===== src/f2_pkg.sv =====
`default_nettype none

package f2_pkg;

////////////////////////////////////////////////////////////////////////////
// CPU bus

typedef struct packed {
    logic        as_n;
    logic        rw;      // High for read
    logic [1:0]  ds_n;    // Upper, lower
    logic [2:0]  fc;
    logic [22:0] addr;    // Word address
    logic [15:0] wdata;
} cpu_bus_t;

typedef enum logic [2:0] {
    REG_NONE,
    REG_WORK,
    REG_COLOR,
    REG_IO,
    REG_IACK
} region_t;

// One accepted cycle, held until the next one opens
typedef struct packed {
    logic        valid;
    region_t     region;
    logic        rw;
    logic [1:0]  ds_n;
    logic [21:0] offset;  // Level in bits 2:0 for IACK
    logic [15:0] wdata;
} bus_cycle_t;

typedef struct packed {
    logic       start;
    logic [9:0] joystick; // R, L, D, U, then buttons 1..3
} player_t;

////////////////////////////////////////////////////////////////////////////
// Palette

typedef union packed {
    logic [15:0] raw;
    struct packed {
        logic       unused;
        logic [4:0] blue;
        logic [4:0] green;
        logic [4:0] red;
    } rgb555;
} palette_word_u;

typedef struct packed {
    logic [7:0] red;
    logic [7:0] green;
    logic [7:0] blue;
} rgb_t;

// Window bases compare against address byte 23:16
localparam logic [7:0] WORK_BASE_DEF  = 8'h10;
localparam logic [7:0] COLOR_BASE_DEF = 8'h20;
localparam logic [7:0] IO_BASE_DEF    = 8'h30;

localparam int WORK_AW_DEF = 13;
localparam int PAL_AW_DEF  = 12;

localparam logic [2:0] IRQ_VBL_LEVEL = 3'd5;
localparam logic [2:0] IRQ_DMA_LEVEL = 3'd6;

endpackage

`default_nettype wire

===== src/f2_irq_ctrl.sv =====
`timescale 1ns/1ns
`default_nettype none

module f2_irq_ctrl (
    input  wire                   clk,
    input  wire                   reset,
    input  wire f2_pkg::bus_cycle_t cycle,
    input  wire                   vblank_n,
    input  wire                   dma_n,
    output logic [2:0]            ipl_n
);

import f2_pkg::*;

logic vbl_s, vbl_p;
logic dma_s, dma_p;
logic req_vbl, req_dma;
logic ack;
logic clr_vbl, clr_dma;

assign ack     = cycle.valid && (cycle.region == REG_IACK) && !cycle.ds_n[0];
assign clr_vbl = ack && (cycle.offset[2:0] == IRQ_VBL_LEVEL);
assign clr_dma = ack && (cycle.offset[2:0] == IRQ_DMA_LEVEL);

always_ff @(posedge clk) begin
    if (reset) begin
        vbl_s   <= 1'b1;
        vbl_p   <= 1'b1;
        dma_s   <= 1'b1;
        dma_p   <= 1'b1;
        req_vbl <= 1'b0;
        req_dma <= 1'b0;
    end else begin
        vbl_s <= vblank_n;
        vbl_p <= vbl_s;
        dma_s <= dma_n;
        dma_p <= dma_s;

        if (vbl_p && !vbl_s) req_vbl <= 1'b1; // Start of vblank
        if (!dma_p && dma_s) req_dma <= 1'b1; // End of sprite DMA

        // Acknowledge beats a new edge
        if (clr_vbl) req_vbl <= 1'b0;
        if (clr_dma) req_dma <= 1'b0;
    end
end

always_comb begin
    if (req_dma) begin
        ipl_n = ~IRQ_DMA_LEVEL;
    end else if (req_vbl) begin
        ipl_n = ~IRQ_VBL_LEVEL;
    end else begin
        ipl_n = 3'b111;
    end
end

endmodule

`default_nettype wire


===== config.mk =====
export PLATFORM = sky130hd
export DESIGN_NAME = f2_irq_ctrl
export DESIGN_NICKNAME = d
export VERILOG_FILES = /design/src/f2_pkg.sv /design/src/f2_irq_ctrl.sv
export SDC_FILE = /design/constraint.sdc
export NUM_CORES = 1
export LEC_CHECK = 0
export ABC_CLOCK_PERIOD_IN_PS = 830
export BUFFER_PORTS_ARGS = -buffer_cell sky130_fd_sc_hd__buf_2
export CORE_AREA = 2 2 39 41
export CTS_CLUSTER_DIAMETER = 30
export DETAILED_ROUTE_END_ITERATION = 10
export DIE_AREA = 0 0 41 43
export GPL_ROUTABILITY_DRIVEN = 0
export GPL_TIMING_DRIVEN = 0
export SETUP_SLACK_MARGIN = 0.5
export SYNTH_ARGS = -nofsm -noshare
export SYNTH_HDL_FRONTEND = slang
export SYNTH_SLANG_ARGS = --single-unit

===== constraint.sdc =====
create_clock -name clk -period 0.83 [get_ports clk]
set_input_delay 0.1245 -clock clk [delete_from_list [all_inputs] [get_ports clk]]
set_output_delay 0.1245 -clock clk [all_outputs]
set_load 0.02 [all_outputs]

== Word level (Yosys, flattened, before mapping) ==
Index checks and enable logic that the tools add are counted.

* Equal/unequal tests: 3
* Mux-type cells: 2
* Reduce and logical (&&, ||, !) cells: 11

{| class="wikitable"
|+ Operators by type and width
! cell !! number
|-
| $eq A3 B3 Y1 const B || 3
|-
| $logic_and A1 B1 Y1 || 6
|-
| $mux W3 || 2
|-
| $reduce_or A2 Y1 || 2
|-
| $logic_not A1 Y1 || 3
|}

* Flip-flop bits (word level): 6
* Word-level logic and storage cells: 22

== Depth between registers and ports, before layout ==
* Word-level depth: 5
* Depth in mapped cells: 3

== Worst setup path before layout ==
Ideal clock, no wire load.

* Path type: register -> output
* From: register req_dma
* To: output ipl_n[0]
* Arrival: 633 ps
* Path slack: 73 ps
* Cell stages (with the launch flop): 3
* Cells stage by stage: dfxtp_1 inv_1 nand2_1

* Cells in the longest elaborated chain, start to end: 1

{| class="wikitable"
|+ RTL lines
! item !! RTL line !! text
|-
| start: declaration || f2_irq_ctrl.sv:17 || <nowiki>logic req_vbl, req_dma;</nowiki>
|-
| start signal: assignment || f2_irq_ctrl.sv:32 || <nowiki>req_dma <= 1'b0;</nowiki>
|-
| start signal: assignment || f2_irq_ctrl.sv:40 || <nowiki>if (!dma_p && dma_s) req_dma <= 1'b1;</nowiki>
|-
| start signal: assignment || f2_irq_ctrl.sv:44 || <nowiki>if (clr_dma) req_dma <= 1'b0;</nowiki>
|-
| $mux W3 || f2_irq_ctrl.sv:49 || <nowiki>if (req_dma) begin</nowiki>
|-
| end: declaration || f2_irq_ctrl.sv:10 || <nowiki>output logic [2:0] ipl_n</nowiki>
|}

Every way passes these cells.

== Final worst setup path ==
Same ends and word-level chain as after synthesis.

==> flow_summary.ini <==
[sta]
fin_crit_sh_pct = 112.2
finalSetupViolCount = 4
final_max_slew_viol_count = 0
fin_worst_skew_ps = 2.293
max_slew.worst_pin.slew_ps = 215.3
worst_hold_slack_ps = 61.65
grt_setup_unrepaired = yes
fin_ws_ps = -101.6
final_hold_violating_endpoints = 0
final_period_demand_of_the_worst_path_ps = 931.6
slew_headroom_pct = 85.55
max_freq_ghz = 1.073

[setup_path]
timing.critical_path.required_ps = 710
critical-path-top-delay-family = flip-flops
critPathSlowestCell = sky130_fd_sc_hd__dfxtp_4
critPathKind = reg2out
worstPathArrival_ps = 810
startpoint_type = flip-flop
worstSetupEndpointType = output pin
critical_register_to_register_path_startpoint = req_dma
crit_path_max_fanout = 3
worst_stage_delay_on_the_critical_path_ps = 340
crit_path_cell_trace = inv_2, nand2_2, buf_6
cp.buffers_inverters = 2
critPathLaunch = req_dma

[outcome]
outcome = complete, but fails checks
violated_checks = setup timing

[hold_path]
worstHoldStart = reset
timing.hold.worst.class = in2reg

[clocking]
hold_buffers = 0
clk-insertion-delay-late_ps = 240
cts_inserted_buffers = 3
tritoncts = done
clk_pin_slew_worst_paths_ps = 40
cts_num_sinks = 6
clockRootBuffer = sky130_fd_sc_hd__clkbuf_4
cts.htree.levels = 1
cts_max_path_buffers = 2

[final_layout]
fin_area_um2 = 419.2
final_net_count = 94
drive_gt1_share_pct = 79.07
antenna_cells_inserted = 0
synthesis_to_layout_area_growth_pct = 89.27

[global_routing]
via_count_of_the_first_global_routing_pass = 200
grt_overflow = 0
initial_antenna_violation_count = 0
grt_util_all_layers_pct = 7.646
grt_max_degree = 7
grt_first_pass_wirelength_um = 738

[yosys]
synth_cell_types = 9
synthesis.yosys.warnings = 0
synthesis.area_per_instance_um2 = 9.228
synthCells = 24
synth_seq_cells = 6
syn_area_um2 = 221.5
synthesis.nets = 73
synth-seq-area-share_pct = 54.24

[die]
die_h_um = 43
core.rowCount = 14
die-area_um2 = 1763
fp.dieW_um = 41
area_of_the_placeable_core_um2 = 1384
initial_core_utilization_pct = 16.00
pin_count = 52

[placed_design]
port-buffer-count = 14
dpl_cell_area_um2 = 350.3
preCtsSetupSlack_ps = 54.31

[detailed_routing]
finalWirelength_um = 470
detailroute.via_count = 226
number_of_drc_markers_after_the_initial_detailed_route_iteration = 4
first_pass_iters = 2
drc = 0
detail_route.wl_per_cell_um = 7.966
vias_per_cell = 3.831
ant_nets = 0

[power]
power.density_cell_area_nw_per_um2 = 1664
vdd.ir_drop.worst_uv = 486.1
static-leakage-power_nw = 0.1998
total_power_mw = 0.6974

[flow_run]
cap_viol_max_count = 0
## timing repair
item / CTS / global route
resized for setup: 9 / 2
gates cloned: 0 / 0
pin swaps: 1 / 1
setup buffers: 1 / 1
endpoints found under the setup margin: 9 / 7
## kinds of logic after synthesis
logic type      synth area share (%)
buf+inv                        8.475
compound gates                 12.43
simple gates                   24.86
flops                          54.24
## cell type report
type                    instances  area (um2)
clock buffers                   3       22.52
fillers                       145       964.7
inverters                       5       18.77
multi-input cells              13       116.4
flip-flops and latches          6       127.6
well taps                      16       20.02
repair buffers                 16       113.9
## per-layer routing
layer	vias to the layer above	part of all wire [%]	GRT usage [%]
met2	15	47	7.500
li1	116	-	-
met1	93	40	7.120
met4	0	1.5	12.00
met3	2	11	6.283
met5	-	0	0
## flip-flops by register name, indices dropped and copies added (netlist names)
register  cells
vbl_s         1
dma_p         1
vbl_p         1
dma_s         1
req_dma       1
req_vbl       1
## worst paths after layout
kind	slack [ps]	to	cells after the start
hold reg to reg	440	dma_p	1
setup / recovery	-100	ipl_n[0]	3
hold / removal	60	req_dma	2
setup reg to reg	-60	req_dma	4
## power by group
part	switching [mW]	internal, mW
sequential	0.00984	0.305
combinational	0.0525	0.0746
clock	0.0929	0.163
## worst reg2reg max path, cell delays in order, from the launching register on
cell and delay [ps]:
sky130_fd_sc_hd__dfxtp_4 350, sky130_fd_sc_hd__buf_4 100, sky130_fd_sc_hd__buf_6 80, sky130_fd_sc_hd__a21oi_1 30, sky130_fd_sc_hd__a311oi_1 230
## through the flow
step | setup TNS [ps] | std cells | utilization (%)
2_1_floorplan | 0 | 24 | -
4_1_cts | -267.2 | 58 | 29.29
3_3_place_gp | 0 | 54 | 25.32
6_report | -298.1 | 59 | 30.29
3_5_place_dp | 0 | 54 | 25.32
5_1_grt | -499.0 | 59 | 30.29
## Yosys cell counts
| master | count | area, um2 |
|---|---|---|
| sky130_fd_sc_hd__a21oi_1 | 2 | 10.01 |
| sky130_fd_sc_hd__a311oi_1 | 2 | 17.52 |
| sky130_fd_sc_hd__dfxtp_1 | 6 | 120.1 |
| sky130_fd_sc_hd__inv_1 | 5 | 18.77 |
| sky130_fd_sc_hd__nand2_1 | 2 | 7.510 |
| sky130_fd_sc_hd__nand2b_1 | 1 | 6.260 |
| sky130_fd_sc_hd__nor2_1 | 1 | 3.750 |
| sky130_fd_sc_hd__nor4_2 | 1 | 12.51 |
| sky130_fd_sc_hd__or2_2 | 4 | 25.02 |
## layout by cell type, fill, tap and decap left out, drive strengths merged
master	synthesis	final
nand2	2	2
nor2	1	1
inv	5	5
or2	4	4
clkbuf	0	3
buf	0	16
nor4	1	1
dfxtp	6	6
nand2b	1	1
a21oi	2	2
a311oi	2	2
No activity file was read; power rests on OpenSTA's default activity.
