$ cat src/f2_pkg.sv
`default_nettype none

package f2_pkg;

////////////////////////////////////////////////////////////////////////////
// CPU bus

typedef struct packed {
    logic        as_n;
    logic        rw;      // High for read
    logic [1:0]  ds_n;    // Upper, lower
    logic [2:0]  fc;
    logic [22:0] addr;    // Word address
    logic [15:0] wdata;
} cpu_bus_t;

typedef enum logic [2:0] {
    REG_NONE,
    REG_WORK,
    REG_COLOR,
    REG_IO,
    REG_IACK
} region_t;

// One accepted cycle, held until the next one opens
typedef struct packed {
    logic        valid;
    region_t     region;
    logic        rw;
    logic [1:0]  ds_n;
    logic [21:0] offset;  // Level in bits 2:0 for IACK
    logic [15:0] wdata;
} bus_cycle_t;

typedef struct packed {
    logic       start;
    logic [9:0] joystick; // R, L, D, U, then buttons 1..3
} player_t;

////////////////////////////////////////////////////////////////////////////
// Palette

typedef union packed {
    logic [15:0] raw;
    struct packed {
        logic       unused;
        logic [4:0] blue;
        logic [4:0] green;
        logic [4:0] red;
    } rgb555;
} palette_word_u;

typedef struct packed {
    logic [7:0] red;
    logic [7:0] green;
    logic [7:0] blue;
} rgb_t;

// Window bases compare against address byte 23:16
localparam logic [7:0] WORK_BASE_DEF  = 8'h10;
localparam logic [7:0] COLOR_BASE_DEF = 8'h20;
localparam logic [7:0] IO_BASE_DEF    = 8'h30;

localparam int WORK_AW_DEF = 13;
localparam int PAL_AW_DEF  = 12;

localparam logic [2:0] IRQ_VBL_LEVEL = 3'd5;
localparam logic [2:0] IRQ_DMA_LEVEL = 3'd6;

endpackage

`default_nettype wire
$ cat src/f2_bus_decode.sv
`timescale 1ns/1ns
`default_nettype none

module f2_bus_decode #(
    parameter logic [7:0] WORK_BASE  = f2_pkg::WORK_BASE_DEF,
    parameter logic [7:0] COLOR_BASE = f2_pkg::COLOR_BASE_DEF,
    parameter logic [7:0] IO_BASE    = f2_pkg::IO_BASE_DEF
) (
    input  wire                clk,
    input  wire                reset,
    input  wire f2_pkg::cpu_bus_t bus,
    output f2_pkg::bus_cycle_t cycle
);

import f2_pkg::*;

logic       open_q;    // Cycle accepted, waiting for as_n to rise
logic       accept;
logic [7:0] window;
region_t    region;

assign window = bus.addr[22:15]; // Byte address 23:16
assign accept = !open_q && !bus.as_n;

always_comb begin
    if (&bus.fc) begin
        region = REG_IACK;
    end else if (window == WORK_BASE) begin
        region = REG_WORK;
    end else if (window == COLOR_BASE) begin
        region = REG_COLOR;
    end else if (window == IO_BASE) begin
        region = REG_IO;
    end else begin
        region = REG_NONE;
    end
end

always_ff @(posedge clk) begin
    if (reset) begin
        open_q      <= 1'b0;
        cycle.valid <= 1'b0;
    end else begin
        cycle.valid <= accept; // One clock per cycle
        if (accept) begin
            open_q       <= 1'b1;
            cycle.region <= region;
            cycle.rw     <= bus.rw;
            cycle.ds_n   <= bus.ds_n;
            cycle.offset <= {7'd0, bus.addr[14:0]};
            cycle.wdata  <= bus.wdata;
        end else if (open_q && bus.as_n) begin
            open_q <= 1'b0;
        end
    end
end

endmodule

`default_nettype wire

$ cat config.mk
export PLATFORM = sky130hd
export DESIGN_NAME = f2_bus_decode
export DESIGN_NICKNAME = d
export VERILOG_FILES = /design/src/f2_pkg.sv /design/src/f2_bus_decode.sv
export SDC_FILE = /design/constraint.sdc
export NUM_CORES = 1
export LEC_CHECK = 0
export BUFFER_PORTS_ARGS = -buffer_cell sky130_fd_sc_hd__buf_2
export CORE_MARGIN = 2
export CORE_UTILIZATION = 42
export CTS_CLUSTER_SIZE = 20
export DETAILED_ROUTE_END_ITERATION = 10
export GPL_TIMING_DRIVEN = 0
export PLACE_DENSITY = 0.79
export RECOVER_POWER = 25
export SLEW_MARGIN = 40
export SYNTH_ARGS = -nofsm -noshare
export SYNTH_HDL_FRONTEND = slang
export SYNTH_SLANG_ARGS = --single-unit
$ cat constraint.sdc
create_clock -name clk -period 5.2 [get_ports clk]
set_clock_uncertainty 0.1 [all_clocks]
set_input_delay 0 -clock clk [delete_from_list [all_inputs] [get_ports clk]]
set_output_delay 0 -clock clk [all_outputs]
set_load 0.02 [all_outputs]
# Yosys cells after proc, flatten, opt, wreduce, memory -nomap -nowiden
# Index checks and enable logic that the tools add are counted.
# Widths: inputs -> output; s select.
# word_totals
out_inout_bits	45
inputBits	48
regBits	39
# classes
reduce_logical	8
n_mux	5
bitwise_logic	1
n_eq_ne	3
# ops
operator	n
$eq 8x6->1 const B	2
$eq 8x5->1 const B	1
$mux 2	2
$mux 1	3
$reduce_and 3->1	1
$logic_and 1x1->1	2
$logic_not 1->1	2
$reduce_and 2->1	1
$reduce_bool 2->1	1
$reduce_or 2->1	1
$not 1->1	1

# Logic depth before layout (Yosys ltp)
# depth
word_depth	4
mapped_depth	4

# Least setup slack after synthesis
# Ideal clock, no wire load.
# synth_path
path_type	reg-to-reg
start	register open_q
end	register cycle[0] in the netlist's numbering, enable pin
path_stages_with_launch	4
required_ns	4.664
setup_slack_ns	2.486
arrival_time_ns	2.178
cell_sequence	dfxtp_1 -> inv_1 -> ha_1 -> nor2b_1
# synth_via
elab_chain_cells	3
# synth_rtl
item	line_no	rtl
start: declaration	f2_bus_decode.sv:17	logic open_q;
start signal: assignment	f2_bus_decode.sv:41	open_q <= 1'b0;
start signal: assignment	f2_bus_decode.sv:46	open_q <= 1'b1;
start signal: assignment	f2_bus_decode.sv:53	open_q <= 1'b0;
$logic_not 1->1	f2_bus_decode.sv:23	assign accept = !open_q && !bus.as_n;
$logic_and 1x1->1	f2_bus_decode.sv:23	
named net accept	f2_bus_decode.sv:18	logic accept;
$reduce_and 2->1 (no line)	-	
end: declaration	f2_bus_decode.sv:12	output f2_pkg::bus_cycle_t cycle
# The timed path passes the listed nets, and every way through them passes these cells.
# A chain may end at the register's enable or synchronous reset.

# Worst setup path after layout
# layout_path
start	input port bus[35] in the netlist's numbering
end	register cycle[41] in the netlist's numbering, data pin
# layout_via
elab_chain_cells	4
elab_cells_between_ends	6
# layout_rtl
item	line_no	rtl
start: declaration	f2_bus_decode.sv:11	input wire f2_pkg::cpu_bus_t bus,
$eq 8x6->1	f2_bus_decode.sv:32	end else if (window == IO_BASE) begin
$mux 2	f2_bus_decode.sv:32	
$mux 2	f2_bus_decode.sv:30	end else if (window == COLOR_BASE) begin
$mux 1 *	f2_bus_decode.sv:28	end else if (window == WORK_BASE) begin
# Mark *: on every way between the ends. The rest lies on a longest branch, timed or not.

==> results by group <==
Final layout
  • Diode count: 0
  • Fin cells: 236
  • Fin nets: 251
  • Proportion of layout cells with a drive suffix above 1: 50.2%
  • Area of the multi-input gates: 115 um^2
  • Commonest non-fill, non-tap cells in the layout: buf_2, dlygate4sd3_1, edfxtp_1
  • Commonest non-fill, non-tap cell in the layout: buf_2
  • Filler cell count: 189
  • Synth-to-Final Area Change: 81.5%
  • Sequential Area: 1150 um^2

Synthesis
  • Yosys reg bits: 39
  • Sequential area share after synthesis: 88.8%
  • Post-Syn Area per Cell: 21.6 um^2
  • Synth warn: 0
  • Synth unique cells: 13
  • Mapped Area: 1300 um^2
  • Cells after Synth: 60

Worst setup path
  • Worst setup path startpoint: bus[35]
  • Worst r2r src: open_q$_SDFFE_PP0P_
  • Worst-path cell chain: dlygate4sd3_1 -> buf_2 -> nand2b_1 -> dlygate4sd3_1 -> nor4_1 -> dlygate4sd3_1
  • Max incr delay on CP: 0.57 ns
  • CP Capture Type: flop
  • FF-to-FF setup slack: 3.58 ns
  • R2R Path End: open_q$_SDFFE_PP0P_
  • Req. time, crit path: 5.20 ns
  • Setup CP Type: in -> reg
  • CP max-delay cell: dlygate4sd3_1
  • Most frequent cell on the critical path: dlygate4sd3_1
  • R2R cell count: 5
  • Max FO, Critical Path: 1
  • Critical path arrival: 1.84 ns
  • Crit path launch type: input port
  • Critical path destination: cycle[41]$_SDFFCE_PP0P_

CTS
  • Num CTS Buffers: 5
  • Reg clk slew, reported paths: 0.11 ns
  • Post-CTS Setup Inserts: 0
  • Root Buffer: clkbuf_4
  • Clock Sinks: 39
  • CTS tree: done
  • # resized after CTS: 0
  • Skew-Pair Late Insertion Delay: 0.34 ns
  • Clk buf depth: 2
  • Hold-fix buffers, CTS: 43
  • CTS H-tree lvls: 2

Route
  • Final wirelength: 3170 um
  • Total iterations of the first detailed-routing run: 3
  • 1st-iter DRT viols: 29
  • Total number of vias: 1033
  • Number of vias per cell: 4.38
  • Antenna Violating Nets Remaining: 0
  • Drt drc: 0
  • DR WL/cell: 13.4 um

STA
  • Max-slew violation count: 0
  • Period utilization: 35.3%
  • Post-route minimum period: 1.84 ns
  • Final hold viol count: 0
  • Fin Setup TNS: 0 ns
  • Final setup viols: 0
  • RSZ-0062 raised after global routing: false
  • Hold_ws: 0.0373 ns
  • Max Clk Rate: 545 MHz

Power and ir drop
  • Peak supply drop: 0.205 mV
  • PD cells: 301 nW/um^2
  • Leak pwr: 1.06 nW

Global routing
  • Vias in the first global route: 1007
  • GRT Overall Usage: 18.2%
  • Largest net degree at the start of global routing: 25
  • First-pass GRT wire length: 4410 um
  • Remaining global-route overflow: 0
  • Initial antenna violation count: 0

Run status
  • Status: finished, final reports clean

Worst hold path
  • Hold Crit Class: in -> reg

Job
  • Max Cap Viol: 0

Floorplanning
  • Core area: 3000 um^2
  • Die area: 3550 um^2
  • Row count: 20
  • Height of the die: 59.6 um
  • Die X: 59.6 um
  • Initial core utilization: 43.2%
  • Ports: 93

Placement
  • Placed insts: 185
  • PortBufs: 85
  • GPL Wtd Cong: 0.600
[per-stage QoR]
step | area, um^2 | utilization (%) | power, mW | setup slack, ns
2_1_floorplan | 1320 | - | 0.410 | 2.49
3_3_place_gp | 1790 | 59.5 | 0.440 | 2.03
3_5_place_dp | 1820 | 60.6 | 0.445 | 3.61
4_1_cts | 2350 | 78.3 | 0.713 | 3.39
5_1_grt | 2350 | 78.3 | 0.735 | 3.32
6_report | 2350 | 78.3 | 0.708 | 3.36
[report_power, final]
group / switching [mW] / internal, mW
Sequential: 0.00372 / 0.361
Clock: 0.0950 / 0.150
Combinational: 0.0466 / 0.0513
[sequential cells by signal, summed over array words and instances, names as in the netlist]
register	count
open_q	1
cycle	38
[kinds of logic (layout without fill, tap and decap cells)]
kind of cell               count (synthesis)  count (layout)  share of synthesized area [%]
other                                      1               7                          0.289
adders and majority gates                  1               1                          0.965
buffers and inverters                      9             146                           4.63
muxes                                      1               1                          0.772
DFF                                       39              39                           88.8
and+or+nand+nor                            9               9                           4.54
[worst max-delay path: cells and delay by family]
kind | cells | cell delay [ns]
buf+inv | 4 | 1.75
simple gates | 2 | 0.09
[layout make-up]
type / count / share of cell area [%]
Sequential cell: 39 / 48.9
Clock inverter: 2 / 2.55
Buffer: 7 / 2.23
Tap cell: 33 / 1.76
Multi-Input combinational cell: 18 / 4.89
Inverter: 2 / 0.319
Timing Repair Buffer: 129 / 37.6
Clock buffer: 6 / 1.76
[worst min-delay path by stage]
stage / from / to / slack [ns] / depth (start not counted)
floorplan: reset / cycle[44]$_SDFF_PP0_ / -0.03 / 1
global placement: bus[11] / cycle[11]$_DFFE_PP_ / 0.08 / 1
detailed placement: bus[15] / cycle[15]$_DFFE_PP_ / 0.08 / 1
CTS: bus[45] / cycle[44]$_SDFF_PP0_ / 0.04 / 4
global route: bus[45] / cycle[44]$_SDFF_PP0_ / 0.04 / 4
finish: bus[45] / cycle[44]$_SDFF_PP0_ / 0.04 / 4
[per-layer routing]
layer	part of all wire, %	GRT usage, %	vias up	wire length (um)
met4	2.6	10.5	0	83
met5	0	0	-	0
li1	-	-	493	-
met1	33	16.4	464	1040
met2	52	32.3	67	1660
met3	12	9.17	9	386
[Yosys cell counts]
cell type  count  area, um^2
edfxtp_1      37        1110
buf_4          7        52.6
dfxtp_1        2        40.0
inv_1          2        7.51
nand2b_1       2        12.5
nor2b_1        2        12.5
nor4_1         2        12.5
and3_1         1        6.26
conb_1         1        3.75
ha_1           1        12.5
mux2i_1        1        10.0
nor2_1         1        3.75
or4_4          1        11.3
Note: power is estimated with default switching activity, not from simulation.
