### config.mk
export PLATFORM = sky130hd
export DESIGN_NAME = f2_input_ports
export DESIGN_NICKNAME = d
export VERILOG_FILES = /design/src/f2_pkg.sv /design/src/f2_input_ports.sv
export SDC_FILE = /design/constraint.sdc
export NUM_CORES = 1
export LEC_CHECK = 0
export BUFFER_PORTS_ARGS = -buffer_cell sky130_fd_sc_hd__clkbuf_2
export CORE_MARGIN = 3
export CORE_UTILIZATION = 28
export DETAILED_ROUTE_END_ITERATION = 8
export PLACE_DENSITY = 0.93
export SYNTH_ARGS = -nofsm -noshare
export SYNTH_HDL_FRONTEND = slang
export SYNTH_SLANG_ARGS = --single-unit
### constraint.sdc
create_clock -name clk -period 2.28 [get_ports clk]
set_input_delay 0.342 -clock clk [delete_from_list [all_inputs] [get_ports clk]]
set_output_delay 0.342 -clock clk [all_outputs]
set_load 0.05 [all_outputs]
### src/f2_pkg.sv
`default_nettype none

package f2_pkg;

////////////////////////////////////////////////////////////////////////////
// CPU bus

typedef struct packed {
    logic        as_n;
    logic        rw;      // High for read
    logic [1:0]  ds_n;    // Upper, lower
    logic [2:0]  fc;
    logic [22:0] addr;    // Word address
    logic [15:0] wdata;
} cpu_bus_t;

typedef enum logic [2:0] {
    REG_NONE,
    REG_WORK,
    REG_COLOR,
    REG_IO,
    REG_IACK
} region_t;

// One accepted cycle, held until the next one opens
typedef struct packed {
    logic        valid;
    region_t     region;
    logic        rw;
    logic [1:0]  ds_n;
    logic [21:0] offset;  // Level in bits 2:0 for IACK
    logic [15:0] wdata;
} bus_cycle_t;

typedef struct packed {
    logic       start;
    logic [9:0] joystick; // R, L, D, U, then buttons 1..3
} player_t;

////////////////////////////////////////////////////////////////////////////
// Palette

typedef union packed {
    logic [15:0] raw;
    struct packed {
        logic       unused;
        logic [4:0] blue;
        logic [4:0] green;
        logic [4:0] red;
    } rgb555;
} palette_word_u;

typedef struct packed {
    logic [7:0] red;
    logic [7:0] green;
    logic [7:0] blue;
} rgb_t;

// Window bases compare against address byte 23:16
localparam logic [7:0] WORK_BASE_DEF  = 8'h10;
localparam logic [7:0] COLOR_BASE_DEF = 8'h20;
localparam logic [7:0] IO_BASE_DEF    = 8'h30;

localparam int WORK_AW_DEF = 13;
localparam int PAL_AW_DEF  = 12;

localparam logic [2:0] IRQ_VBL_LEVEL = 3'd5;
localparam logic [2:0] IRQ_DMA_LEVEL = 3'd6;

endpackage

`default_nettype wire
### src/f2_input_ports.sv
`timescale 1ns/1ns
`default_nettype none

module f2_input_ports (
    input  wire                   clk,
    input  wire f2_pkg::bus_cycle_t cycle,
    input  wire [7:0]             dswa,
    input  wire [7:0]             dswb,
    input  wire f2_pkg::player_t  p1,
    input  wire f2_pkg::player_t  p2,
    input  wire [1:0]             coin,
    output logic [15:0]           io_q
);

import f2_pkg::*;

logic [7:0] port_byte;

// Start, buttons 3..1, then right, left, down, up
function automatic logic [7:0] player_byte(player_t p);
    return ~{p.start, p.joystick[6:4],
             p.joystick[0], p.joystick[1], p.joystick[2], p.joystick[3]};
endfunction

always_ff @(posedge clk) begin
    case (cycle.offset[2:0])
        3'd0:    port_byte <= ~dswa;
        3'd1:    port_byte <= ~dswb;
        3'd2:    port_byte <= player_byte(p1);
        3'd3:    port_byte <= player_byte(p2);
        3'd4:    port_byte <= ~{2'b00, p2.start, p1.start, coin[1], coin[0], 2'b00};
        default: port_byte <= 8'hff;
    endcase
end

assign io_q = {port_byte, port_byte}; // Same byte on both lanes

endmodule

`default_nettype wire

# Word-level counts from Yosys, hierarchy flattened
# Index checks and enable logic that the tools add are counted.
dict set report word_totals {
  reg_bits 8
  input_bits 86
}
dict set report op_classes {
  n_eq_ne 4
  n_bitwise 5
  muxes 1
  reduce_logical 1
}
# cell n
set ops {}
lappend ops {{8-bit one-hot mux with 5 select lines} 1}
lappend ops {{8-bit inverter} 4}
lappend ops {{6-bit inverter with 8-bit output} 1}
lappend ops {{3-bit by 2-bit == test with 1-bit output, second input constant} 2}
lappend ops {{3-bit by 1-bit == test with 1-bit output, second input constant} 1}
lappend ops {{3-bit == test, second input constant} 1}
lappend ops {{3-bit logical NOT} 1}

# Depth between registers and ports, before layout
# Gate-level depths: netlist of run 1.
dict set report depth {
  word_depth 2
  depth_mapped 5
}

# Worst setup path after synthesis of run 1
# Ideal clock, no wire load.
dict set report synth_path {
  path_type {register to output}
  from {register port_byte[2]}
  to {output io_q[10]}
  path_buffers 1
  slack_ps 1044
  required_time_ps 1938
  stages_incl_launch_ff 2
  arrival_ps 894
  path_cell_list {dfxtp_1 > buf_4}
}
# element line_no
set synth_rtl {}
lappend synth_rtl {{from (decl)} f2_input_ports.sv:17} ;# logic [7:0] port_byte;
lappend synth_rtl {{from (signal assigned)} f2_input_ports.sv:27} ;# 3'd0: port_byte <= ~dswa;
lappend synth_rtl {{from (signal assigned)} f2_input_ports.sv:28} ;# 3'd1: port_byte <= ~dswb;
lappend synth_rtl {{from (signal assigned)} f2_input_ports.sv:29} ;# 3'd2: port_byte <= player_byte(p1);
lappend synth_rtl {{to (decl)} f2_input_ports.sv:12} ;# output logic [15:0] io_q
# No word-level cell between the ends.

# Final worst setup path of run 1
dict set report layout_path {
  from {input cycle[16] (netlist name)}
  to {register port_byte[6]}
}
dict set report layout_via {
  elab_chain_len 2
  word_cells_on_any_way 6
}
# element line_no
set layout_lines {}
lappend layout_lines {{from (decl)} f2_input_ports.sv:6} ;# input wire f2_pkg::bus_cycle_t cycle,
lappend layout_lines {{3-bit == test, or another cell as far along} f2_input_ports.sv:26} ;# case (cycle.offset[2:0])
lappend layout_lines {{8-bit one-hot mux with 5 select lines *} f2_input_ports.sv:26}
# Every way passes the cells marked *; elsewhere a longest branch is shown, timed or not.

==> impl_metrics.json, run 1 <==
{
  "p_leak_uw": 0.000416,
  "p_int_uw": 275,
  "vdd_ir_drop_max_mv": 0.225,
  "synthDistinctLibCells": 23,
  "drt-initial-drc-count": 7,
  "setup_tns_ns": 0,
  "cts_buffers": 3,
  "syn_avg_cell_area_sq_um": 9.88,
  "drc": 0,
  "dr_total_vias": 569,
  "die_y_microns": 51.6,
  "synth_top_area_share_pct": 27.5,
  "ys_ff_latch": 8,
  "setup_violations": 0,
  "cts.clk_slew.worst_paths_ns": 0.05,
  "yosys_warnings": 0,
  "relSlewSlack_pct": 71.3,
  "num-fill-cells": 218,
  "nets": 191,
  "path_max_fanout": 21,
  "critPathLaunchType": "input pin",
  "multi_input_area_sq_um": 317,
  "grt.overflow.total": 0,
  "io_pins": 102,
  "pwr-share-seq_pct": 35.3,
  "p_sw_share_pct": 38.8,
  "ys_seq_area_share_pct": 27.5,
  "grt_pass1_vias": 543,
  "async_flop_share_pct": 0,
  "core_sq_um": 1840,
  "combPwrFrac_pct": 42.4,
  "p_clk_share_pct": 22.3,
  "ctsHoldBuffers": 0,
  "cap_viol_max_count": 0,
  "crit_arrival_ns": 1.39,
  "synth.net_count": 145,
  "ant_nets": 0,
  "endpoint_kind": "register",
  "tightest_slew_ns": 0.431,
  "top_regs": "port_byte (8)",
  "die_w_microns": 51.6,
  "grt_start_max_net_pins": 22,
  "report.final.slew_viol_count": 0,
  "clock-sinks": 8,
  "avgRoutedWirePerCell_microns": 11.4,
  "drive_above_1_share_pct": 58.3,
  "cts.repair.resized": 0,
  "seqCellArea_sq_um": 160,
  "required_ns": 2.47,
  "power.switching_uw": 174,
  "hold_class": "in -> reg",
  "path_class": "in -> reg",
  "critPathMaxStageDelay_ns": 0.61,
  "htree_levels": 1,
  "antennaDiodeCount": 0,
  "netlist_area_sq_um": 583,
  "cp_top_family": "multiplexers",
  "root_buffer": "clkbuf_4",
  "largest_reg_flops": 8,
  "grt_first_pass_wirelength_mm": 2.30,
  "powerDensity_nw_per_um2": 563,
  "fmax_mhz": 833,
  "antenna_found_initial": 0,
  "initial_core_util_pct": 31.7,
  "path_buf_inv": 1,
  "route.detailed.vias_per_inst": 4.45,
  "cp_slowest_cell": "mux4_1",
  "synthTopCellsByCount": "buf_4, dfxtp_1, mux2i_1, nand2b_1",
  "yosysTopAreaCell": "dfxtp_1",
  "top_register": "port_byte",
  "fin_crit_ns": 1.20,
  "grt_setup_unrepaired": "false",
  "row_count": 15,
  "wl_mm": 1.46,
  "place_hpwl_mm": 1.28,
  "gp_congestion": 0.771,
  "die_area_sq_um": 2670,
  "cts_tree": "yes",
  "yosys.cell_count.top_type": "buf_4",
  "port-buffer-count": 53,
  "synth_edf_count": 0,
  "path_cells": "clkbuf_2, mux4_1, nand2b_1",
  "dr.pass1.iters": 4,
  "fin_util_pct": 43.5,
  "report.final.hold_viol_count": 0,
  "period_share_pct": 52.6,
  "synth_area_leaders": "dfxtp_1, buf_4, mux4_1, mux2i_1, nand2b_1",
  "track_usage_pct": 11.6,
  "status": "finished, final reports clean",
  "area_growth_pct": 37.1,
  "synth_flop_cell": "dfxtp_1",
  "cts.path.max_buffers": 2,
  "syn_inst": 59,
  "post_cts_buffers": 0
}
power groups by stage:
stage	sequential [uW]	clock (uW)	combinational (uW)
after floorplan	206	0	111
after global placement	161	0	189
after detailed placement	162	0	192
after CTS	159	102	193
after global routing	160	106	204
final	159	100	191
stage by stage:
step	total power, uW	setup slack (ns)	cells	cell area [sq um]	hold slack (ns)
floorplan	316	1.04	59	583	0.509
global placement	350	0.829	125	777	0.635
detailed placement	354	0.808	125	777	0.648
CTS	453	1.06	128	800	0.391
global route	470	0.970	128	800	0.420
finish	450	1.08	128	800	0.398
final timing paths:
| path | start | to | slack, ns | cells past startpoint |
|---|---|---|---|---|
| worst max-delay path | cycle[16] | port_byte[6] | 1.08 | 3 |
| worst min-delay path | dswb[4] | port_byte[4] | 0.40 | 3 |
per-layer routing:
| metal | routed length, microns | global-route usage, % | vias up | part of all wire, % |
|---|---|---|---|---|
| li1 | - | - | 296 | - |
| met1 | 567 | 14.3 | 240 | 39 |
| met2 | 735 | 18.6 | 33 | 50 |
| met3 | 153 | 2.58 | 0 | 11 |
| met4 | 0 | 6.55 | 0 | 0 |
| met5 | 0 | 0 | - | 0 |
cells by family after synthesis:
group | after synthesis | share of synthesized area, %
compound gates | 9 | 10.3
buf+inv | 13 | 18.2
flops | 8 | 27.5
mux | 8 | 21.5
simple gates | 21 | 22.5
cells in the final DEF, fill, tap and decap left out, drive strengths merged, types with 2 or more instances in the layout:
master	count
clkbuf	56
dfxtp	8
nand2b	5
mux2i	5
nor2	4
nor3	4
nor2b	3
a21oi	3
mux4	3
and4bb	2
o21ai	2
layout make-up:
cell class              count  area share [%]
inverters                   1           0.469
clock buffers               3            2.82
multi-input cells          38            39.6
flip-flops and latches      8            20.0
repair buffers             53            33.2
well taps                  25            3.91
(Power assumes the default switching activity.)
==> inputs of run 2 (changes only) <==
CORE_UTILIZATION = 26   (was 28)
PLACE_DENSITY = 0.88   (was 0.93)
clock period = 1.2 ns   (was 2.28 ns; I/O delays follow)
==> impl_metrics.json, run 2 (same netlist as run 1, synthesis figures left out) <==
{
  "relSlewSlack_pct": 81.5,
  "wl_mm": 1.40,
  "grt_first_pass_wirelength_mm": 2.02,
  "antenna_found_initial": 0,
  "post_dp_cell_area_sq_um": 822,
  "grt_setup_unrepaired": "false",
  "status": "finished, final reports clean",
  "ant_nets": 0,
  "powerDensity_nw_per_um2": 1030,
  "report.final.hold_viol_count": 0,
  "hold_class": "in -> reg",
  "cts.path.max_buffers": 2,
  "fin_crit_ns": 1.03,
  "final_cells": 134,
  "path_max_fanout": 2,
  "gp_congestion": 0.689,
  "num-fill-cells": 225,
  "cts_buffers": 3,
  "cts.repair.resized": 0,
  "initial_core_util_pct": 28.6,
  "grt.overflow.total": 0,
  "critPathMaxStageDelay_ns": 0.33,
  "crit_arrival_ns": 0.85,
  "dr_total_vias": 581,
  "met2_length_microns": 771,
  "cp_slowest_cell": "dfxtp_1",
  "port-buffer-count": 53,
  "period_share_pct": 85.8,
  "topRoutingLayerUsed": "met3",
  "drc": 0,
  "holdWs_ns": 0.234,
  "die_y_microns": 53.4,
  "track_usage_pct": 10.0,
  "largest_reg_flops": 8,
  "antennaDiodeCount": 0,
  "grt_pass1_vias": 511,
  "cts_tree": "yes",
  "drive_above_1_share_pct": 59.8,
  "p_leak_uw": 0.000440,
  "path_cells": "clkbuf_2",
  "root_buffer": "clkbuf_4",
  "row_count": 16,
  "dr.pass1.iters": 3,
  "cts.clk_slew.worst_paths_ns": 0.05,
  "layout_commonest_cell": "clkbuf_2",
  "setup_tns_ns": 0,
  "path_buf_inv": 1,
  "path_class": "reg -> out",
  "fin_area_sq_um": 845,
  "avgRoutedWirePerCell_microns": 10.5,
  "die_area_sq_um": 2850,
  "cap_viol_max_count": 0,
  "vdd_ir_drop_max_mv": 0.417,
  "critPathLaunchType": "register",
  "htree_levels": 1,
  "tightest_slew_ns": 0.278,
  "setup_violations": 0,
  "cp_top_family": "flip-flops",
  "io_pins": 102,
  "ctsHoldBuffers": 0,
  "final_cell_mix": "clkbuf_2, dfxtp_1, nand2b_1, mux2i_1",
  "clock-sinks": 8,
  "top_regs": "port_byte (8)",
  "post_cts_buffers": 0,
  "core_sq_um": 2040,
  "met3_length_microns": 123,
  "area_growth_pct": 44.8,
  "place_hpwl_mm": 1.27,
  "required_ns": 1.02,
  "dp_cells": 131,
  "grt_start_max_net_pins": 19,
  "drt-initial-drc-count": 4,
  "fmax_mhz": 971,
  "report.final.slew_viol_count": 0,
  "endpoint_kind": "output port",
  "route.detailed.vias_per_inst": 4.34,
  "die_w_microns": 53.4,
  "wl_met1_microns": 505,
  "nets": 195,
  "top_register": "port_byte"
}
==> run 2: cell count changes in the layout (fill, tap and decap cells not counted) <==
cell / change
buf_12: +1
buf_4: +3
==> run 2: cell type report <==
| cell class | instances | area, sq um | area share [%] |
|---|---|---|---|
| Inverter | 1 | 3.75 | 0.444 |
| Clock buffer | 3 | 22.5 | 2.67 |
| Multi-Input combinational cell | 38 | 317 | 37.5 |
| Tap cell | 27 | 33.8 | 4.00 |
| Timing Repair Buffer | 57 | 308 | 36.4 |
| Sequential cell | 8 | 160 | 19.0 |
==> run 2: worst paths after layout <==
kind	startpoint	to	slack, ns	cells after the start
max	port_byte[2]	io_q[2]	0.17	1
min	dswb[4]	port_byte[4]	0.23	3
==> run 2: metal layers <==
metal / vias to the layer above / GRT usage [%]
met5: - / 0
met2: 25 / 16.9
met1: 252 / 10.7
met3: 0 / 2.25
li1: 304 / -
met4: 0 / 7.66
==> run 2: power breakdown <==
group | switching [uW] | internal, uW
logic | 246 | 132
registers | 11.1 | 290
clock network | 80.1 | 114
total | 337 | 536
==> run 2: stage by stage <==
stage	total power [uW]	setup WS (ns)	util, %
final	873	0.170	41.4
after global routing	919	0.123	41.4
after CTS	886	0.151	41.4
after detailed placement	689	0.0509	40.3
after global placement	682	0.0794	40.3
after floorplan	601	0.126	-
