[src/f2_pkg.sv]
`default_nettype none

package f2_pkg;

////////////////////////////////////////////////////////////////////////////
// CPU bus

typedef struct packed {
    logic        as_n;
    logic        rw;      // High for read
    logic [1:0]  ds_n;    // Upper, lower
    logic [2:0]  fc;
    logic [22:0] addr;    // Word address
    logic [15:0] wdata;
} cpu_bus_t;

typedef enum logic [2:0] {
    REG_NONE,
    REG_WORK,
    REG_COLOR,
    REG_IO,
    REG_IACK
} region_t;

// One accepted cycle, held until the next one opens
typedef struct packed {
    logic        valid;
    region_t     region;
    logic        rw;
    logic [1:0]  ds_n;
    logic [21:0] offset;  // Level in bits 2:0 for IACK
    logic [15:0] wdata;
} bus_cycle_t;

typedef struct packed {
    logic       start;
    logic [9:0] joystick; // R, L, D, U, then buttons 1..3
} player_t;

////////////////////////////////////////////////////////////////////////////
// Palette

typedef union packed {
    logic [15:0] raw;
    struct packed {
        logic       unused;
        logic [4:0] blue;
        logic [4:0] green;
        logic [4:0] red;
    } rgb555;
} palette_word_u;

typedef struct packed {
    logic [7:0] red;
    logic [7:0] green;
    logic [7:0] blue;
} rgb_t;

// Window bases compare against address byte 23:16
localparam logic [7:0] WORK_BASE_DEF  = 8'h10;
localparam logic [7:0] COLOR_BASE_DEF = 8'h20;
localparam logic [7:0] IO_BASE_DEF    = 8'h30;

localparam int WORK_AW_DEF = 13;
localparam int PAL_AW_DEF  = 12;

localparam logic [2:0] IRQ_VBL_LEVEL = 3'd5;
localparam logic [2:0] IRQ_DMA_LEVEL = 3'd6;

endpackage

`default_nettype wire
[src/f2_cpu_response.sv]
`timescale 1ns/1ns
`default_nettype none

module f2_cpu_response (
    input  wire                   clk,
    input  wire                   reset,
    input  wire f2_pkg::cpu_bus_t bus,
    input  wire f2_pkg::bus_cycle_t cycle,
    input  wire [15:0]            work_q,
    input  wire [15:0]            pal_q,
    input  wire [15:0]            io_q,
    output logic [15:0]           rdata,
    output logic                  dtack_n
);

import f2_pkg::*;

region_t region_q; // Lines up with the registered read words

always_ff @(posedge clk) begin
    region_q <= cycle.region;
end

always_comb begin
    case (region_q)
        REG_WORK:  rdata = work_q;
        REG_COLOR: rdata = pal_q;
        REG_IO:    rdata = io_q;
        default:   rdata = 16'h0000; // Unmapped and IACK
    endcase
end

always_ff @(posedge clk) begin
    if (reset) begin
        dtack_n <= 1'b1;
    end else if (bus.as_n) begin
        dtack_n <= 1'b1;
    end else if (cycle.valid) begin
        dtack_n <= 1'b0;
    end
end

endmodule

`default_nettype wire

[config.mk]
export PLATFORM = sky130hd
export DESIGN_NAME = f2_cpu_response
export DESIGN_NICKNAME = d
export VERILOG_FILES = /design/src/f2_pkg.sv /design/src/f2_cpu_response.sv
export SDC_FILE = /design/constraint.sdc
export NUM_CORES = 1
export LEC_CHECK = 0
export BUFFER_PORTS_ARGS = -buffer_cell sky130_fd_sc_hd__buf_4
export CAP_MARGIN = 30
export CORE_AREA = 2 2 61 63
export CTS_BUF_LIST = sky130_fd_sc_hd__clkbuf_16
export DETAILED_ROUTE_END_ITERATION = 10
export DIE_AREA = 0 0 63 65
export GPL_ROUTABILITY_DRIVEN = 1
export GPL_TIMING_DRIVEN = 1
export HOLD_SLACK_MARGIN = 0.08
export PLACE_DENSITY = 0.74
export SETUP_SLACK_MARGIN = 0.2
export SYNTH_ARGS = -nofsm -noshare
export SYNTH_HDL_FRONTEND = slang
export SYNTH_SLANG_ARGS = --single-unit
[constraint.sdc]
create_clock -name clk -period 1.65 [get_ports clk]
set_input_delay 0.33 -clock clk [delete_from_list [all_inputs] [get_ports clk]]
set_output_delay 0.33 -clock clk [all_outputs]
set_load 0.02 [all_outputs]
### Yosys cells after proc, flatten, opt, wreduce, memory -nomap -nowiden

Index checks and enable logic that the tools add are counted.
Widths: inputs -> output; s select.

* reductions and logical operators: 1
* $mul: 0
* add/sub/neg operators: 0
* shift operators: 0
* bitwise operators: 0
* div/mod/pow operators: 0
* equal/unequal tests: 3
* order comparisons: 0
* muxes and demuxes: 1

Operators with widths (number)
* $pmux 16 s3: 1
* $eq 3x2->1 const B: 2
* $eq 3x1->1 const B: 1
* $reduce_or 2->1: 1

* bits in writable memories: 0
* memory bits (read-only): 0
* bits in registers: 4
* memories: 0
* bits in latches: 0
* logic and storage cells: 7

### Logic depth before layout (Yosys ltp)

Gate-level depths: netlist of the first run.

* word-level depth: 2
* gate-level depth with buffers: 4

### Worst setup path after synthesis of the first run

No wires, ideal clock.

* path kind: reg2out
* start: reg region_q[1]
* end: out rdata[0]
* path slack: 0.078 ns
* stages on the path, launching flop included: 5
* arrival: 1.242 ns
* path buffers: 2
* cell sequence: dfxtp_1 -> buf_6 -> buf_2 -> a21oi_1 -> a211oi_1

* longest elaborated chain between the ends: 2
* elaborated cells on any way between the ends: 4
* those cells by class: 3 x eq/ne; 1 x mux

RTL lines
* start: declaration: line f2_cpu_response.sv:18 `region_t region_q;`
* start signal: assignment: line f2_cpu_response.sv:21 `region_q <= cycle.region;`
* $eq 3x2->1 / $eq 3x1->1 (equally long branches): line f2_cpu_response.sv:25 `case (region_q)`
* $pmux 16 s3 *: line f2_cpu_response.sv:25
* end: declaration: line f2_cpu_response.sv:12 `output logic [15:0] rdata,`

Every way passes the cells marked *; elsewhere a longest branch is shown, timed or not.

### Worst setup path after layout of the first run

* start: reg region_q[1]
* end: out rdata[12]

The elaborated chain is that of the path after synthesis.

==> flow_results.xml, run 1 <==
<?xml version="1.0" encoding="UTF-8"?>
<metrics>
  <group name="status">
    <metric name="run_status" unit="">finished clean</metric>
  </group>
  <group name="worst_setup_path">
    <metric name="worstSetupPathDepth" unit="">4</metric>
    <metric name="sort_of_element_at_the_end_of_the_critical_path" unit="">primary output</metric>
    <metric name="timing.reg2reg.worst_path_depth" unit="">2</metric>
    <metric name="crit_buf_inv" unit="">2</metric>
    <metric name="setup.reg_to_reg.worst_slack" unit="ns">1.10</metric>
    <metric name="regToRegStartpoint" unit="">dtack_n</metric>
    <metric name="gate_family_responsible_for_the_most_delay_along_the_worst_path" unit="">flip-flops</metric>
    <metric name="worstPathMaxFanout" unit="">8</metric>
    <metric name="critical_path_required" unit="ns">1.32</metric>
    <metric name="cp.arrival" unit="ns">1.31</metric>
    <metric name="setup.worst_path.end" unit="">rdata[12]</metric>
    <metric name="setup.worst_path.start_class" unit="">flop</metric>
    <metric name="timing.critical_path.cells" unit="">buf_12 &gt; mux2i_2 &gt; a211oi_2 &gt; buf_4</metric>
    <metric name="cp-startpoint" unit="">region_q[1]</metric>
    <metric name="r2r-end" unit="">dtack_n</metric>
    <metric name="critPathSlowestCell" unit="">sky130_fd_sc_hd__dfxtp_4</metric>
    <metric name="crit_path_max_incr_delay" unit="ns">0.40</metric>
    <metric name="timing_worst_setup_path_type" unit="">reg2out</metric>
  </group>
  <group name="finish">
    <metric name="postLayoutCellArea" unit="um^2">1400</metric>
    <metric name="final_cell_mix" unit="">sky130_fd_sc_hd__buf_4, sky130_fd_sc_hd__a21oi_1, sky130_fd_sc_hd__a211oi_2, sky130_fd_sc_hd__mux2i_4, sky130_fd_sc_hd__mux2i_1</metric>
    <metric name="final_common_cell" unit="">sky130_fd_sc_hd__buf_4</metric>
    <metric name="layout.nets" unit="">277</metric>
    <metric name="drive_gt1_share" unit="%">79.1</metric>
    <metric name="n_antenna_cell" unit="">0</metric>
    <metric name="synthToLayoutAreaGrowth" unit="%">166</metric>
    <metric name="multi_input_comb_area" unit="um^2">544</metric>
    <metric name="register_area" unit="um^2">85.1</metric>
    <metric name="n_fill_cell" unit="">349</metric>
  </group>
  <group name="placement">
    <metric name="globalplace.congestion" unit="">0.619</metric>
    <metric name="place.port_buffers" unit="">71</metric>
    <metric name="postPlaceCellArea" unit="um^2">1160</metric>
    <metric name="dp_hpwl" unit="um">1450</metric>
  </group>
  <group name="global_route">
    <metric name="grt-ovfl-total" unit="">0</metric>
    <metric name="grt_pass1_vias" unit="">732</metric>
    <metric name="number_of_antenna_violations_at_the_first_check_in_global_routing" unit="">0</metric>
    <metric name="groute.usage.overall" unit="%">10.4</metric>
    <metric name="grt_first_pass_wirelength" unit="um">3330</metric>
    <metric name="pin_count_of_the_biggest_net_entering_global_routing" unit="">21</metric>
  </group>
  <group name="route">
    <metric name="antenna_violating_nets_post_route" unit="">0</metric>
    <metric name="via_per_inst" unit="">4.26</metric>
    <metric name="detail_route.drc_violations" unit="">0</metric>
    <metric name="route.vias.total" unit="">775</metric>
    <metric name="drtIter0Drc" unit="">43</metric>
    <metric name="drt-wirelength-per-cell" unit="um">11.9</metric>
    <metric name="drt-pass1-iter-count" unit="">4</metric>
    <metric name="drt_wl_total" unit="um">2160</metric>
  </group>
  <group name="yosys">
    <metric name="post_synth_instance_area" unit="um^2">527</metric>
    <metric name="post_synth_inst_count" unit="">64</metric>
    <metric name="synth_seq_cells" unit="">4</metric>
    <metric name="ys_types" unit="">12</metric>
    <metric name="synth-seq-area-share" unit="%">15.2</metric>
    <metric name="yosys_warnings" unit="">0</metric>
    <metric name="syn_nets" unit="">205</metric>
    <metric name="synthesis.area_per_instance" unit="um^2">8.23</metric>
  </group>
  <group name="power">
    <metric name="vdd.ir_drop.worst" unit="uV">901</metric>
    <metric name="total_leakage_power" unit="uW">0.000622</metric>
    <metric name="power.density_cell_area" unit="nW/um^2">594</metric>
  </group>
  <group name="clock_network">
    <metric name="post-cts-setup-buffer-count" unit="">0</metric>
    <metric name="sinks_on_the_clock_net" unit="">4</metric>
    <metric name="cts.reportedPaths.clkPinSlew" unit="ns">0.03</metric>
    <metric name="cts_tree" unit="">yes</metric>
    <metric name="clk_buf_depth" unit="">2</metric>
    <metric name="cts.root.buffer_cell" unit="">sky130_fd_sc_hd__clkbuf_16</metric>
    <metric name="htree_num_levels" unit="">1</metric>
    <metric name="clock_latency" unit="ns">0.22</metric>
    <metric name="cts_inserted_buffers" unit="">3</metric>
  </group>
  <group name="sta">
    <metric name="final_setup_violation_count" unit="">0</metric>
    <metric name="timing.final.crit_period" unit="ns">1.64</metric>
    <metric name="worst_hold_slack" unit="ns">0.210</metric>
    <metric name="final.setup_skew" unit="ns">0</metric>
    <metric name="finalCritPeriodShare" unit="%">99.1</metric>
    <metric name="report.final.slew_viol_count" unit="">0</metric>
    <metric name="fmaxAchievable" unit="MHz">611</metric>
    <metric name="timing.final.hold_violations" unit="">0</metric>
    <metric name="max_slew.worst_pin.slew" unit="ns">0.504</metric>
    <metric name="timing.max_slew.rel_slack" unit="%">66.4</metric>
    <metric name="rsz0062_at_grt" unit="">true</metric>
  </group>
  <group name="floorplan">
    <metric name="die_area" unit="um^2">4100</metric>
    <metric name="core_region_area" unit="um^2">3500</metric>
    <metric name="num_rows" unit="">22</metric>
    <metric name="floorplan.die.width" unit="um">63</metric>
    <metric name="initial_standard_cell_utilization_of_the_core" unit="%">15.1</metric>
    <metric name="die_y" unit="um">65</metric>
    <metric name="io_pins" unit="">158</metric>
  </group>
  <group name="hold_path">
    <metric name="min_path_type" unit="">in2reg</metric>
  </group>
  <group name="flow_run">
    <metric name="max-cap-violations" unit="">0</metric>
  </group>
</metrics>
cells in the mapped netlist (all sizes together):
cell	number	area share (%)
dfxtp	4	15
clkbuf	2	1.4
a211oi	16	23
o21ai	1	0.95
nor2	1	0.71
mux2i	16	30
a21oi	16	15
buf	7	13
inv	1	0.71
state kept, by name, summed over array words and instances, names as in the netlist:
register / cells
dtack_n: 1
region_q: 3
worst min path at each step:
stage / cells past startpoint / slack (ns) / start / to
floorplan: 0 / 0.36 / cycle[41] / region_q[0]
global placement: 1 / 0.43 / cycle[42] / region_q[1]
detailed placement: 1 / 0.44 / cycle[42] / region_q[1]
CTS: 1 / 0.21 / cycle[42] / region_q[1]
global route: 1 / 0.21 / cycle[41] / region_q[0]
finish: 1 / 0.21 / cycle[42] / region_q[1]
power by group:
group	switching, uW	internal (uW)	leakage (uW)
Clock	61.3	309	0.0000370
Sequential	15.8	102	0.0000339
Combinational	140	203	0.000551
final cells by class:
type,instances,share of cell area [%]
timing repair buffer,76,45.1
clock buffer,3,5.37
multi-input combinational,50,38.9
inverter,1,0.268
tap,48,4.29
sequential,4,6.08
what timing repair did:
item | in CTS | in global routing
hold endpoints to repair | 0 | 0
endpoints found under the setup margin | 16 | 16
cloned | 2 | 0
pin swaps | 7 | 6
resized for setup | 7 | 16
hold buffers | 0 | 0
per-layer routing:
metal / vias up / track usage, % / share of wire, %
met2: 55 / 16.1 / 45
met5: - / 0 / 0
li1: 389 / - / -
met1: 331 / 13.8 / 44
met3: 0 / 2.95 / 11
met4: 0 / 3.33 / 0
per-stage QoR:
step                      worst slack (ns)  TNS (ns)  power [uW]  std cells  util [%]
after floorplan                      0.252         0         262         64         -
after global placement               0.139         0         404        177      33.2
after detailed placement             0.124         0         408        177      33.2
after CTS                          0.00723         0         810        182      37.3
after global routing               -0.0323    -0.297         876        182      40.0
final                               0.0144         0         831        182      40.0
cell families after synthesis:
kind of cell    count (synthesis)  share of synthesized area (%)
compound gates                 33                           39.0
simple gates                    1                          0.712
flops                           4                           15.2
buf+inv                        10                           14.7
mux                            16                           30.4
Note: power is estimated with default switching activity, not from simulation.
==> run 2: changes to the inputs <==
--- a/config.mk
+++ b/config.mk
@@ -15,7 +15,7 @@
 export GPL_TIMING_DRIVEN = 1
 export HOLD_SLACK_MARGIN = 0.08
 export PLACE_DENSITY = 0.74
-export SETUP_SLACK_MARGIN = 0.2
+export SETUP_SLACK_MARGIN = 0.3
 export SYNTH_ARGS = -nofsm -noshare
 export SYNTH_HDL_FRONTEND = slang
 export SYNTH_SLANG_ARGS = --single-unit
==> run 2 against run 1 <==
  * Utilization hardly changed
  * Design area about the same
  * Worst setup slack improved by 0.018 ns
  * Cell count rose by 0.55%
  * Count of clock-buffer cells in the layout unchanged
  * Fmax grew 1.1%
  * Routed wire length grew 13%
  * Via count up 6.8%
  * Global-route usage increased by 0.72 points
  * Worst hold slack got worse by 0.0024 ns
  * Sequential share of layout area about the same
  * Largest power group unchanged
  * Highest routed layer is now met4
==> flow_results.xml, run 2 (synthesis gave the netlist of run 1 again) <==
<?xml version="1.0" encoding="UTF-8"?>
<metrics>
  <group name="global_route">
    <metric name="grt-ovfl-total" unit="">0</metric>
    <metric name="number_of_antenna_violations_at_the_first_check_in_global_routing" unit="">0</metric>
    <metric name="grt_first_pass_wirelength" unit="um">3590</metric>
    <metric name="grt_pass1_vias" unit="">789</metric>
    <metric name="groute.usage.overall" unit="%">11.1</metric>
    <metric name="pin_count_of_the_biggest_net_entering_global_routing" unit="">33</metric>
  </group>
  <group name="sta">
    <metric name="timing.max_slew.rel_slack" unit="%">73.9</metric>
    <metric name="final_setup_violation_count" unit="">0</metric>
    <metric name="fmaxAchievable" unit="MHz">618</metric>
    <metric name="timing.final.crit_period" unit="ns">1.62</metric>
    <metric name="finalCritPeriodShare" unit="%">98.1</metric>
    <metric name="timing.final.hold_violations" unit="">0</metric>
    <metric name="report.final.slew_viol_count" unit="">0</metric>
    <metric name="max_slew.worst_pin.slew" unit="ns">0.391</metric>
    <metric name="setup-tns-final" unit="ns">0</metric>
    <metric name="setup_slack" unit="ns">0.0320</metric>
    <metric name="rsz0062_at_grt" unit="">true</metric>
    <metric name="final.setup_skew" unit="ns">0</metric>
  </group>
  <group name="power">
    <metric name="vdd.ir_drop.worst" unit="uV">642</metric>
    <metric name="power.density_cell_area" unit="nW/um^2">599</metric>
    <metric name="power.total" unit="uW">839</metric>
    <metric name="total_leakage_power" unit="uW">0.000631</metric>
  </group>
  <group name="worst_setup_path">
    <metric name="critical_path_required" unit="ns">1.32</metric>
    <metric name="sort_of_element_at_the_end_of_the_critical_path" unit="">primary output</metric>
    <metric name="regToRegStartpoint" unit="">dtack_n</metric>
    <metric name="cp.arrival" unit="ns">1.29</metric>
    <metric name="crit_path_max_incr_delay" unit="ns">0.40</metric>
    <metric name="timing.reg2reg.worst_path_depth" unit="">2</metric>
    <metric name="setup.reg_to_reg.worst_slack" unit="ns">1.08</metric>
    <metric name="r2r-end" unit="">dtack_n</metric>
    <metric name="setup.worst_path.end" unit="">rdata[14]</metric>
    <metric name="crit_buf_inv" unit="">2</metric>
    <metric name="critPathSlowestCell" unit="">sky130_fd_sc_hd__dfxtp_4</metric>
    <metric name="cp-startpoint" unit="">region_q[1]</metric>
    <metric name="gate_family_responsible_for_the_most_delay_along_the_worst_path" unit="">flip-flops</metric>
    <metric name="timing_worst_setup_path_type" unit="">reg2out</metric>
    <metric name="timing.critical_path.cells" unit="">buf_12 &gt; mux2i_2 &gt; a211oi_2 &gt; buf_4</metric>
    <metric name="setup.worst_path.start_class" unit="">flop</metric>
    <metric name="worstPathMaxFanout" unit="">8</metric>
    <metric name="worstSetupPathDepth" unit="">4</metric>
  </group>
  <group name="finish">
    <metric name="n_antenna_cell" unit="">0</metric>
    <metric name="final_cell_mix" unit="">sky130_fd_sc_hd__buf_4, sky130_fd_sc_hd__a211oi_2, sky130_fd_sc_hd__a21oi_1, sky130_fd_sc_hd__mux2i_2, sky130_fd_sc_hd__mux2i_1</metric>
    <metric name="final_common_cell" unit="">sky130_fd_sc_hd__buf_4</metric>
    <metric name="largest_register_ffs" unit="">3</metric>
    <metric name="drive_gt1_share" unit="%">81.5</metric>
    <metric name="multi_input_comb_area" unit="um^2">503</metric>
    <metric name="biggest_register" unit="">region_q</metric>
    <metric name="layout.nets" unit="">278</metric>
    <metric name="register_area" unit="um^2">85.1</metric>
    <metric name="synthToLayoutAreaGrowth" unit="%">166</metric>
    <metric name="layout_top_registers" unit="">region_q x3, dtack_n x1</metric>
    <metric name="n_fill_cell" unit="">360</metric>
  </group>
  <group name="floorplan">
    <metric name="die_y" unit="um">65</metric>
    <metric name="num_rows" unit="">22</metric>
    <metric name="floorplan.die.width" unit="um">63</metric>
    <metric name="initial_standard_cell_utilization_of_the_core" unit="%">15.1</metric>
    <metric name="core_region_area" unit="um^2">3500</metric>
    <metric name="io_pins" unit="">158</metric>
    <metric name="die_area" unit="um^2">4100</metric>
  </group>
  <group name="placement">
    <metric name="place_ws" unit="ns">0.252</metric>
    <metric name="dp_hpwl" unit="um">1490</metric>
    <metric name="place.port_buffers" unit="">71</metric>
    <metric name="globalplace.congestion" unit="">0.617</metric>
  </group>
  <group name="clock_network">
    <metric name="htree_num_levels" unit="">1</metric>
    <metric name="cts.reportedPaths.clkPinSlew" unit="ns">0.03</metric>
    <metric name="cts_inserted_buffers" unit="">3</metric>
    <metric name="clk_buf_depth" unit="">2</metric>
    <metric name="clock_latency" unit="ns">0.22</metric>
    <metric name="post-cts-setup-buffer-count" unit="">0</metric>
    <metric name="cts_tree" unit="">yes</metric>
    <metric name="sinks_on_the_clock_net" unit="">4</metric>
    <metric name="cts.root.buffer_cell" unit="">sky130_fd_sc_hd__clkbuf_16</metric>
  </group>
  <group name="route">
    <metric name="drt-pass1-iter-count" unit="">4</metric>
    <metric name="drtIter0Drc" unit="">21</metric>
    <metric name="route.vias.total" unit="">828</metric>
    <metric name="drt_wl_total" unit="um">2450</metric>
    <metric name="drt-wirelength-per-cell" unit="um">13.4</metric>
    <metric name="antenna_violating_nets_post_route" unit="">0</metric>
    <metric name="via_per_inst" unit="">4.52</metric>
    <metric name="detail_route.drc_violations" unit="">0</metric>
  </group>
  <group name="flow_run">
    <metric name="max-cap-violations" unit="">0</metric>
  </group>
  <group name="status">
    <metric name="run_status" unit="">finished clean</metric>
  </group>
  <group name="hold_path">
    <metric name="min_path_type" unit="">in2reg</metric>
  </group>
</metrics>
-- run 2: changes by cell type in the layout (fill, tap and decap cells not counted), sizes merged --
cell    delta
clkbuf     +1
-- run 2: report_power, final --
part	switching, uW	leakage [uW]	total, uW	internal (uW)
logic	145	0.000561	351	205
clock network	66.1	0.0000370	375	309
registers	10.8	0.0000339	113	102
-- run 2: layout make-up --
type,count,share of cell area (%)
inverter,1,0.268
multi-input combinational,50,35.9
sequential,4,6.08
clock buffer,3,5.36
tap,48,4.29
timing repair buffer,77,48.1
-- run 2: worst reg2reg max path: cells and delay by family (launching register included) --
family | cells | cell delay [ns]
DFF | 1 | 0.32
buffers and inverters | 1 | 0.04
AOI/OAI and AO/OA | 1 | 0.14
-- run 2: how the worst min path moves through the flow --
| stage | depth (start not counted) | from | endpoint | slack [ns] |
|---|---|---|---|---|
| detailed placement | 1 | cycle[42] | region_q[1] | 0.44 |
| CTS | 1 | cycle[42] | region_q[1] | 0.20 |
| finish | 1 | cycle[42] | region_q[1] | 0.21 |
| global placement | 1 | cycle[42] | region_q[1] | 0.43 |
| global route | 1 | cycle[41] | region_q[0] | 0.20 |
| floorplan | 0 | cycle[41] | region_q[0] | 0.36 |
-- run 2: timing repair --
action,4_1_cts,5_1_grt
hold buffers,0,0
cloned,2,1
endpoints found under the setup margin,16,16
pin swaps,3,2
gates resized for setup,5,12
-- run 2: through the flow --
step | hold WS [ns] | instances | util [%] | instance area, um^2
after global placement | 0.435 | 177 | 34.0 | 1190
after global routing | 0.203 | 183 | 40.1 | 1400
after detailed placement | 0.436 | 177 | 34.0 | 1190
final | 0.208 | 183 | 40.1 | 1400
after floorplan | 0.358 | 64 | - | 611
after CTS | 0.205 | 182 | 38.0 | 1330
-- run 2: layer usage --
metal	track usage, %	up-vias	routed length (um)
li1	-	395	-
met5	0	-	0
met1	13.8	376	1050
met2	17.7	53	1140
met3	3.82	4	225
met4	4.17	0	31
